$ cat config.mk
export PLATFORM = sky130hd
export DESIGN_NAME = correlator_top
export DESIGN_NICKNAME = d
export VERILOG_FILES = /design/src/source/corr_pkg.sv /design/src/source/correlator_top.sv /design/src/source/frame_serializer.sv /design/src/source/pulse_correlator.sv /design/src/source/line_conditioner.sv /design/src/source/cmd_parser.sv
export SDC_FILE = /design/constraint.sdc
export NUM_CORES = 1
export LEC_CHECK = 0
export BUFFER_PORTS_ARGS = -buffer_cell sky130_fd_sc_hd__buf_2
export CORE_MARGIN = 2
export CORE_UTILIZATION = 55
export CTS_CLUSTER_SIZE = 8
export DETAILED_ROUTE_END_ITERATION = 7
export MAX_ROUTING_LAYER = met4
export PLACE_DENSITY = 0.74
export SYNTH_ARGS = -nofsm -noshare
export SYNTH_HDL_FRONTEND = slang
export SYNTH_HIERARCHICAL = 1
export SYNTH_SLANG_ARGS = --single-unit
$ cat constraint.sdc
create_clock -name intclk -period 8.8 [get_ports intclk]
set_clock_uncertainty 0.15 [all_clocks]
set_input_delay 0.88 -clock intclk [delete_from_list [all_inputs] [get_ports intclk]]
set_output_delay 0.88 -clock intclk [all_outputs]
set_load 0.1 [all_outputs]
$ cat src/source/corr_pkg.sv
// ==========================================================
// sizes, opcodes and command layout shared by all blocks.
// counters are 16 bits wide; windows of up to 65 units fit.
// ==========================================================

package corr_pkg;

	// ==========================================================
	// array sizes.
	// ==========================================================
	localparam int num_inputs = 4;
	localparam int num_baselines = 6;
	localparam int count_width = 16;

	// integration granularity in clock cycles.
	localparam int window_unit = 16;

	// enough for (63 + 2) * 16 - 1.
	localparam int win_width = 11;

	// ==========================================================
	// frame layout.
	// ==========================================================
	localparam logic [7:0] frame_marker = 8'hA5;
	localparam int frame_bytes = 1 + 2 * (num_inputs + num_baselines);
	localparam int byte_idx_width = $clog2(frame_bytes);

	// line pairs at lag zero, in frame order.
	localparam int base_first [num_baselines] = '{0, 0, 0, 1, 1, 2};
	localparam int base_second [num_baselines] = '{1, 2, 3, 2, 3, 3};

	// ==========================================================
	// command byte.
	// ==========================================================
	localparam logic [1:0] op_config = 2'b00;
	localparam logic [1:0] op_integrate = 2'b01;
	localparam logic [1:0] op_clear = 2'b10;
	localparam logic [1:0] op_none = 2'b11;

	// per-channel setup.
	typedef struct packed {
		logic [1:0] op;
		logic [1:0] chan;
		logic invert;
		logic edge_mode;
		logic [1:0] reserved;
	} chan_view_t;

	// window length in units, offset by two.
	typedef struct packed {
		logic [1:0] op;
		logic [5:0] len;
	} win_view_t;

	typedef union packed {
		chan_view_t chan_view;
		win_view_t win_view;
	} cmd_word_u;

endpackage
$ cat src/source/correlator_top.sv
// ==========================================================
// single clock domain; line_in may be asynchronous.
// ==========================================================

module correlator_top import corr_pkg::*; (
	input  logic                  intclk,
	input  logic                  rst_n,
	input  logic [7:0]            cmd_byte,
	input  logic                  cmd_valid,
	input  logic [num_inputs-1:0] line_in,
	output logic [7:0]            tx_byte,
	output logic                  tx_valid,
	output logic                  integrating
);

	logic [num_inputs-1:0] invert_mask;
	logic [num_inputs-1:0] edge_mask;
	logic [num_inputs-1:0] pulses;
	logic [num_inputs*count_width-1:0] line_counts;
	logic [num_baselines*count_width-1:0] pair_counts;
	logic result_valid;

	cmd_parser u_cmd_parser (
		.intclk      (intclk),
		.rst_n       (rst_n),
		.cmd_byte    (cmd_byte),
		.cmd_valid   (cmd_valid),
		.invert_mask (invert_mask),
		.edge_mask   (edge_mask),
		.integrating (integrating)
	);

	line_conditioner u_line_conditioner (
		.intclk      (intclk),
		.rst_n       (rst_n),
		.line_in     (line_in),
		.invert_mask (invert_mask),
		.edge_mask   (edge_mask),
		.pulses      (pulses)
	);

	pulse_correlator u_pulse_correlator (
		.intclk       (intclk),
		.rst_n        (rst_n),
		.pulses       (pulses),
		.integrating  (integrating),
		.line_counts  (line_counts),
		.pair_counts  (pair_counts),
		.result_valid (result_valid)
	);

	frame_serializer u_frame_serializer (
		.intclk       (intclk),
		.rst_n        (rst_n),
		.line_counts  (line_counts),
		.pair_counts  (pair_counts),
		.result_valid (result_valid),
		.tx_byte      (tx_byte),
		.tx_valid     (tx_valid)
	);

endmodule

$ cat src/source/frame_serializer.sv
// ==========================================================
// one frame per snapshot, bytes on consecutive cycles.
// no back-pressure; counts go out msb first.
// ==========================================================

module frame_serializer import corr_pkg::*; (
	input  logic                                intclk,
	input  logic                                rst_n,
	input  logic [num_inputs*count_width-1:0]    line_counts,
	input  logic [num_baselines*count_width-1:0] pair_counts,
	input  logic                                result_valid,
	output logic [7:0]                          tx_byte,
	output logic                                tx_valid
);

	logic in_frame;
	logic [byte_idx_width-1:0] byte_idx;
	logic [byte_idx_width-1:0] byte_sel;
	logic [count_width-1:0] cur_word;
	logic [count_width-1:0] counts [num_inputs + num_baselines];

	// byte 1 maps to the high half of word 0.
	assign byte_sel = byte_idx - 1'b1;
	assign cur_word = counts[byte_sel[byte_idx_width-1:1]];

	// snapshot copy, lines first.
	always_ff @(posedge intclk) begin
		if (result_valid) begin
			for (int i = 0; i < num_inputs; i++) begin
				counts[i] <= line_counts[i*count_width +: count_width];
			end
			for (int b = 0; b < num_baselines; b++) begin
				counts[num_inputs + b] <= pair_counts[b*count_width +: count_width];
			end
		end
	end

	// ==========================================================
	// byte sequencer.
	// ==========================================================
	always_ff @(posedge intclk) begin
		if (!rst_n) begin
			in_frame <= 1'b0;
			byte_idx <= '0;
			tx_valid <= 1'b0;
		end else begin
			tx_valid <= 1'b0;
			if (result_valid) begin
				in_frame <= 1'b1;
				byte_idx <= byte_idx_width'(1);
				tx_valid <= 1'b1;
			end else if (in_frame) begin
				tx_valid <= 1'b1;
				if (byte_idx == byte_idx_width'(frame_bytes - 1)) begin
					in_frame <= 1'b0;
				end else begin
					byte_idx <= byte_idx + 1'b1;
				end
			end
		end
	end

	// marker first, then high and low halves.
	always_ff @(posedge intclk) begin
		if (result_valid) begin
			tx_byte <= frame_marker;
		end else if (in_frame) begin
			tx_byte <= byte_sel[0] ? cur_word[7:0] : cur_word[15:8];
		end
	end

	// windows are longer than frames.
	a_no_overlap: assert property (@(posedge intclk) disable iff (!rst_n)
		result_valid |-> !in_frame);

endmodule

$ cat src/source/pulse_correlator.sv
// ==========================================================
// lag-zero counts per line and per pair, one snapshot per
// window. counters restart on the first window cycle.
// ==========================================================

module pulse_correlator import corr_pkg::*; (
	input  logic                                intclk,
	input  logic                                rst_n,
	input  logic [num_inputs-1:0]               pulses,
	input  logic                                integrating,
	output logic [num_inputs*count_width-1:0]    line_counts,
	output logic [num_baselines*count_width-1:0] pair_counts,
	output logic                                result_valid
);

	logic integ_d;
	logic win_start;
	logic win_end;
	logic [num_baselines-1:0] coinc;
	logic [count_width-1:0] line_cnt [num_inputs];
	logic [count_width-1:0] pair_cnt [num_baselines];

	assign win_start = integrating & ~integ_d;
	assign win_end = ~integrating & integ_d;

	// coincidences in baseline order.
	always_comb begin
		for (int b = 0; b < num_baselines; b++) begin
			coinc[b] = pulses[base_first[b]] & pulses[base_second[b]];
		end
	end

	// ==========================================================
	// window edges.
	// ==========================================================
	always_ff @(posedge intclk) begin
		if (!rst_n) begin
			integ_d <= 1'b0;
			result_valid <= 1'b0;
		end else begin
			integ_d <= integrating;
			result_valid <= win_end;
		end
	end

	// ==========================================================
	// accumulation.
	// ==========================================================
	always_ff @(posedge intclk) begin
		if (integrating) begin
			for (int i = 0; i < num_inputs; i++) begin
				if (win_start) begin
					line_cnt[i] <= count_width'(pulses[i]);
				end else begin
					line_cnt[i] <= line_cnt[i] + count_width'(pulses[i]);
				end
			end
			for (int b = 0; b < num_baselines; b++) begin
				if (win_start) begin
					pair_cnt[b] <= count_width'(coinc[b]);
				end else begin
					pair_cnt[b] <= pair_cnt[b] + count_width'(coinc[b]);
				end
			end
		end
	end

	// snapshot, held until the next window closes.
	always_ff @(posedge intclk) begin
		if (win_end) begin
			for (int i = 0; i < num_inputs; i++) begin
				line_counts[i*count_width +: count_width] <= line_cnt[i];
			end
			for (int b = 0; b < num_baselines; b++) begin
				pair_counts[b*count_width +: count_width] <= pair_cnt[b];
			end
		end
	end

	// snapshot comes only after the window has closed.
	a_snap_outside_window: assert property (@(posedge intclk) disable iff (!rst_n)
		result_valid |-> !integrating);

endmodule

$ cat src/source/line_conditioner.sv
// ==========================================================
// lines are asynchronous; three cycles to the pulse output.
// edge mode flags any change between consecutive samples.
// ==========================================================

module line_conditioner import corr_pkg::*; (
	input  logic                  intclk,
	input  logic                  rst_n,
	input  logic [num_inputs-1:0] line_in,
	input  logic [num_inputs-1:0] invert_mask,
	input  logic [num_inputs-1:0] edge_mask,
	output logic [num_inputs-1:0] pulses
);

	logic [num_inputs-1:0] sync_a;
	logic [num_inputs-1:0] sync_b;
	logic [num_inputs-1:0] sample;
	logic [num_inputs-1:0] prev_sample;

	assign sample = sync_b ^ invert_mask;

	always_ff @(posedge intclk) begin
		if (!rst_n) begin
			sync_a <= '0;
			sync_b <= '0;
			prev_sample <= '0;
			pulses <= '0;
		end else begin
			sync_a <= line_in;
			sync_b <= sync_a;
			prev_sample <= sample;
			// per line choice of level or change.
			for (int i = 0; i < num_inputs; i++) begin
				if (edge_mask[i]) begin
					pulses[i] <= sample[i] ^ prev_sample[i];
				end else begin
					pulses[i] <= sample[i];
				end
			end
		end
	end

endmodule

$ cat src/source/cmd_parser.sv
// ==========================================================
// decodes one command byte per strobe, no acknowledge.
// a window request while a window is open is dropped.
// ==========================================================

module cmd_parser import corr_pkg::*; (
	input  logic                  intclk,
	input  logic                  rst_n,
	input  logic [7:0]            cmd_byte,
	input  logic                  cmd_valid,
	output logic [num_inputs-1:0] invert_mask,
	output logic [num_inputs-1:0] edge_mask,
	output logic                  integrating
);

	cmd_word_u cmd;
	logic [win_width-1:0] win_count;
	logic [win_width-1:0] win_load;

	assign cmd = cmd_byte;

	// last cycle of the window sits at count zero.
	assign win_load = win_width'((cmd.win_view.len + 2) * window_unit - 1);

	// channel settings.
	always_ff @(posedge intclk) begin
		if (!rst_n) begin
			invert_mask <= '0;
			edge_mask <= '0;
		end else if (cmd_valid) begin
			case (cmd.chan_view.op)
				op_config: begin
					invert_mask[cmd.chan_view.chan] <= cmd.chan_view.invert;
					edge_mask[cmd.chan_view.chan] <= cmd.chan_view.edge_mode;
				end
				op_clear: begin
					invert_mask <= '0;
					edge_mask <= '0;
				end
				// window handled by the timer below.
				op_integrate, op_none: ;
			endcase
		end
	end

	// integration window timer.
	always_ff @(posedge intclk) begin
		if (!rst_n) begin
			integrating <= 1'b0;
			win_count <= '0;
		end else if (!integrating) begin
			if (cmd_valid && cmd.win_view.op == op_integrate) begin
				integrating <= 1'b1;
				win_count <= win_load;
			end
		end else if (win_count == '0) begin
			integrating <= 1'b0;
		end else begin
			win_count <= win_count - 1'b1;
		end
	end

	// a window only opens in response to a command.
	a_open_by_cmd: assert property (@(posedge intclk) disable iff (!rst_n)
		$rose(integrating) |-> $past(cmd_valid));

endmodule

==> insert_results.sql <==
INSERT INTO impl_metrics (metric_group, metric, value, unit) VALUES
('placement', 'place_congestion', '0.9159', ''),
('detailed_routing', 'firstDrtPassIters', '5', ''),
('placement', 'port_bufs', '24', ''),
('detailed_routing', 'detailroute.via_count', '12440', ''),
('finish', 'layout.core_utilization', '62.93', '%'),
('clock_tree', 'cts.htree.levels', '3', ''),
('clock_tree', 'cts-root-to-sink-buffers', '3', ''),
('sta', 'slew_headroom', '28.79', '%'),
('synthesis', 'synth_adder_area_share', '1.632', '%'),
('placement', 'dp_hpwl', '29.47', 'mm'),
('synthesis', 'synth-simple-area-share', '13.28', '%'),
('synthesis', 'yosys.cell_types.count', '68', ''),
('finish', 'synthToLayoutAreaGrowth', '12.74', '%'),
('synthesis', 'gate_count_post_synth', '1479', ''),
('worst_setup_path', 'worstSetupStartpointType', 'flip-flop', ''),
('clock_tree', 'post_cts_setup_buffer_count', '0', ''),
('worst_setup_path', 'crit_path_start', 'u_frame_serializer/byte_idx[0]', ''),
('synthesis', 'combinational_family_with_the_most_area_after_synthesis', 'simple AND/OR/NAND/NOR gates', ''),
('sta', 'worst_slew_pin_slew', '1.066', 'ns'),
('synthesis', 'synth_edf_count', '480', ''),
('floorplanning', 'io_pins', '25', ''),
('clock_tree', 'clkSinkCount', '533', ''),
('detailed_routing', 'wl_per_cell', '21.71', 'um'),
('sta', 'grt_setup_unrepaired', 'no', ''),
('synthesis', 'most_common_flop_cell_mapped_by_yosys', 'edfxtp_1', ''),
('sta', 'layout_worst_path_cycle_share', '39.71', '%'),
('worst_setup_path', 'critPathKind', 'reg2reg', ''),
('sta', 'maxClockFrequency', '286.2', 'MHz'),
('synthesis', 'asyncSetResetFlopFracSynth', '0', '%'),
('detailed_routing', 'route.detailed.drc', '0', ''),
('sta', 'timing.setup.tns', '0', 'ns'),
('worst_setup_path', 'crit_required', '9.09', 'ns'),
('min_path', 'min-delay-start', 'u_pulse_correlator/pair_counts[17]', ''),
('floorplanning', 'chipHeight', '205.0', 'um'),
('sta', 'final-max-slew-violation-count', '0', ''),
('clock_tree', 'clock_latency', '0.59', 'ns'),
('finish', 'layout-drive-gt1-share', '14.61', '%'),
('global_routing', 'grt_start_max_net_pins', '162', ''),
('worst_setup_path', 'worstPathCellList', 'clkinv_1 -> ha_2 -> buf_4 -> mux4_2 -> or3_1 -> o211ai_1 -> a31oi_1', ''),
('floorplanning', 'fp.dieW', '205.0', 'um'),
('synthesis', 'yosysWarnings', '6', ''),
('synthesis', 'ys_seq_elements', '533', ''),
('clock_tree', 'number_of_clock_buffers_inserted_by_tritoncts', '76', ''),
('global_routing', 'grt_pass1_wl', '70.69', 'mm'),
('finish', 'final_net_count', '1584', ''),
('worst_setup_path', 'cp.arrival', '3.79', 'ns'),
('worst_setup_path', 'timing.critical_path.fanout_max', '32', ''),
('sta', 'number_of_setup_violations_in_the_final_report', '0', ''),
('global_routing', 'first_global_vias', '11800', ''),
('worst_setup_path', 'crit-reg2reg-launch', 'u_frame_serializer/byte_idx[0]', ''),
('pwr', 'static_leakage_power', '7.989', 'nW'),
('pwr', 'power.density', '234.0', 'nW/um2'),
('global_routing', 'overflow', '0', ''),
('finish', 'register_area', '15480', 'um2'),
('synthesis', 'synthesis.area_per_instance', '15.03', 'um2'),
('clock_tree', 'cts.reportedPaths.clkPinSlew', '0.05', 'ns'),
('synthesis', 'muxShareOfSynthArea', '4.672', '%'),
('global_routing', 'grt_util_all_layers', '23.25', '%'),
('clock_tree', 'clk_root_buffer_cell', 'clkbuf_16', ''),
('floorplanning', 'floorplan.die_area', '42040', 'um2'),
('worst_setup_path', 'crit_buf_inv', '2', ''),
('clock_tree', 'postCtsHoldBufs', '0', ''),
('detailed_routing', 'totalWireLength', '46.09', 'mm'),
('sta', 'timing.final.crit_period', '3.494', 'ns'),
('clock_tree', 'ctsResizeCount', '0', ''),
('global_routing', 'grt_antenna_before_repair', '2', ''),
('worst_setup_path', 'cp_top_family', 'buffers and inverters', ''),
('min_path', 'hold_path.class', 'reg2reg', ''),
('clock_tree', 'cts_tree', 'done', ''),
('outcome', 'run_status', 'completed', ''),
('synthesis', 'sequential_to_total_area_share_from_yosys_stat', '69.62', '%');
-- logic make-up after synthesis --
logic type      after synthesis
compound gates              116
xor+xnor                    143
fa+ha+maj                    29
buf+inv                      76
flops                       533
mux                          62
simple gates                520
-- power breakdown --
group / switching, mW / leakage, nW / total (mW) / internal, mW
Combinational: 0.213 / 2.11 / 0.293 / 0.0803
Sequential: 0.0730 / 4.82 / 2.89 / 2.82
Clock: 1.02 / 1.06 / 2.68 / 1.66
Total: 1.31 / 7.99 / 5.87 / 4.56
-- final timing paths --
kind	end	slack (ns)	depth (start not counted)
worst max register to register	u_frame_serializer/tx_byte[0]	5.31	7
worst max-delay path	u_frame_serializer/tx_byte[0]	5.31	7
worst min register to register	u_frame_serializer/counts[5][1]	0.25	0
worst min-delay path	u_frame_serializer/counts[5][1]	0.25	0
-- synth_stat cells, types with 5 or more instances --
| library cell | count | share of area, % |
|---|---|---|
| nor4_2 | 26 | 1.5 |
| and3_1 | 11 | 0.31 |
| o21ai_0 | 35 | 0.79 |
| and4_1 | 5 | 0.20 |
| o211ai_1 | 8 | 0.27 |
| inv_1 | 24 | 0.41 |
| nor2_1 | 141 | 2.4 |
| nand4_4 | 8 | 0.77 |
| nor2b_1 | 7 | 0.20 |
| o22ai_1 | 5 | 0.14 |
| buf_6 | 8 | 0.41 |
| and2_1 | 33 | 0.93 |
| nand3_1 | 60 | 1.4 |
| mux2i_1 | 16 | 0.72 |
| nand2_1 | 84 | 1.4 |
| or3_1 | 19 | 0.53 |
| buf_1 | 5 | 0.084 |
| nand4_1 | 33 | 0.93 |
| mux2_2 | 14 | 0.71 |
| dfxtp_1 | 53 | 4.8 |
| xnor2_1 | 102 | 4.0 |
| nor3_1 | 45 | 1.0 |
| a21oi_1 | 31 | 0.70 |
| nor4_1 | 14 | 0.39 |
| clkbuf_1 | 15 | 0.25 |
| edfxtp_1 | 480 | 65 |
| ha_1 | 29 | 1.6 |
| nor2_2 | 6 | 0.17 |
| xor2_1 | 39 | 1.5 |
| a31oi_1 | 6 | 0.17 |
| buf_2 | 19 | 0.43 |
| mux4_2 | 32 | 3.2 |
-- state kept, by name (all words and copies together), names as in the netlist --
signal,cells
u_frame_serializer/counts,160
u_pulse_correlator/pair_cnt,96
u_pulse_correlator/pair_counts,96
u_pulse_correlator/line_cnt,64
u_pulse_correlator/line_counts,64
u_cmd_parser/win_count,11
u_frame_serializer/tx_byte,8
u_frame_serializer/byte_idx,5
u_cmd_parser/edge_mask,4
u_cmd_parser/invert_mask,4
u_line_conditioner/prev_sample,4
u_line_conditioner/pulses,4
u_line_conditioner/sync_a,4
u_line_conditioner/sync_b,4
u_cmd_parser/integrating,1
u_frame_serializer/in_frame,1
u_frame_serializer/tx_valid,1
u_pulse_correlator/integ_d,1
u_pulse_correlator/result_valid,1
-- layout by cell type, fill, tap and decap left out, types with 6 or more instances in the layout --
master and n:
edfxtp_1 480, nor2_1 141, xnor2_1 102, nand2_1 83, clkbuf_16 79, nand3_1 60, dfxtp_1 51, clkbuf_1 49
nor3_1 45, xor2_1 39, o21ai_0 35, and2_1 33, nand4_1 33, mux4_2 32, a21oi_1 31, ha_1 28
nor4_2 26, buf_2 24, inv_1 24, or3_1 19, mux2i_1 16, mux2_2 14, nor4_1 14, and3_1 11
buf_4 8, o211ai_1 8, nand4_4 8, nor2b_1 6, a31oi_1 6, nor2_2 6
-- through the flow --
stage	hold slack [ns]	cell area (um2)	power (mW)	setup slack, ns	instances
3_5_place_dp	0.2545	22840	3.231	5.301	1987
2_1_floorplan	0.2503	22230	3.159	2.603	1479
3_3_place_gp	0.2529	22840	3.226	5.370	1987
6_report	0.2524	25060	5.865	5.306	2123
5_1_grt	0.2568	25060	6.038	5.030	2122
4_1_cts	0.2567	25050	5.904	5.295	2120
-- metal layers --
layer  vias to the layer above  track usage [%]  part of all wire, %
met5                         -                -                    0
met4                         0            7.991                  2.8
met3                        74            4.486                  6.3
met2                       412            35.82                   48
met1                      6241            31.28                   43
li1                       5711                -                    -
-- layout make-up --
cell class	instances	share of cell area, %
clock buffers	128	8.622
repair buffers	33	0.7988
flip-flops and latches	533	61.78
clock inverters	5	0.2147
multi-input cells	870	25.55
well taps	525	2.621
inverters	26	0.3894
diodes	3	0.02996
-- worst reg2reg max path, delay by kind of cell, from the launching register on --
family / cells / cell delay, ns
AOI/OAI and AO/OA: 2 / 0.21
adders and majority gates: 1 / 0.71
DFF: 1 / 0.49
buffers and inverters: 2 / 0.86
and+or+nand+nor: 1 / 0.35
muxes: 1 / 0.58
Power figures use the tool's default switching activity.
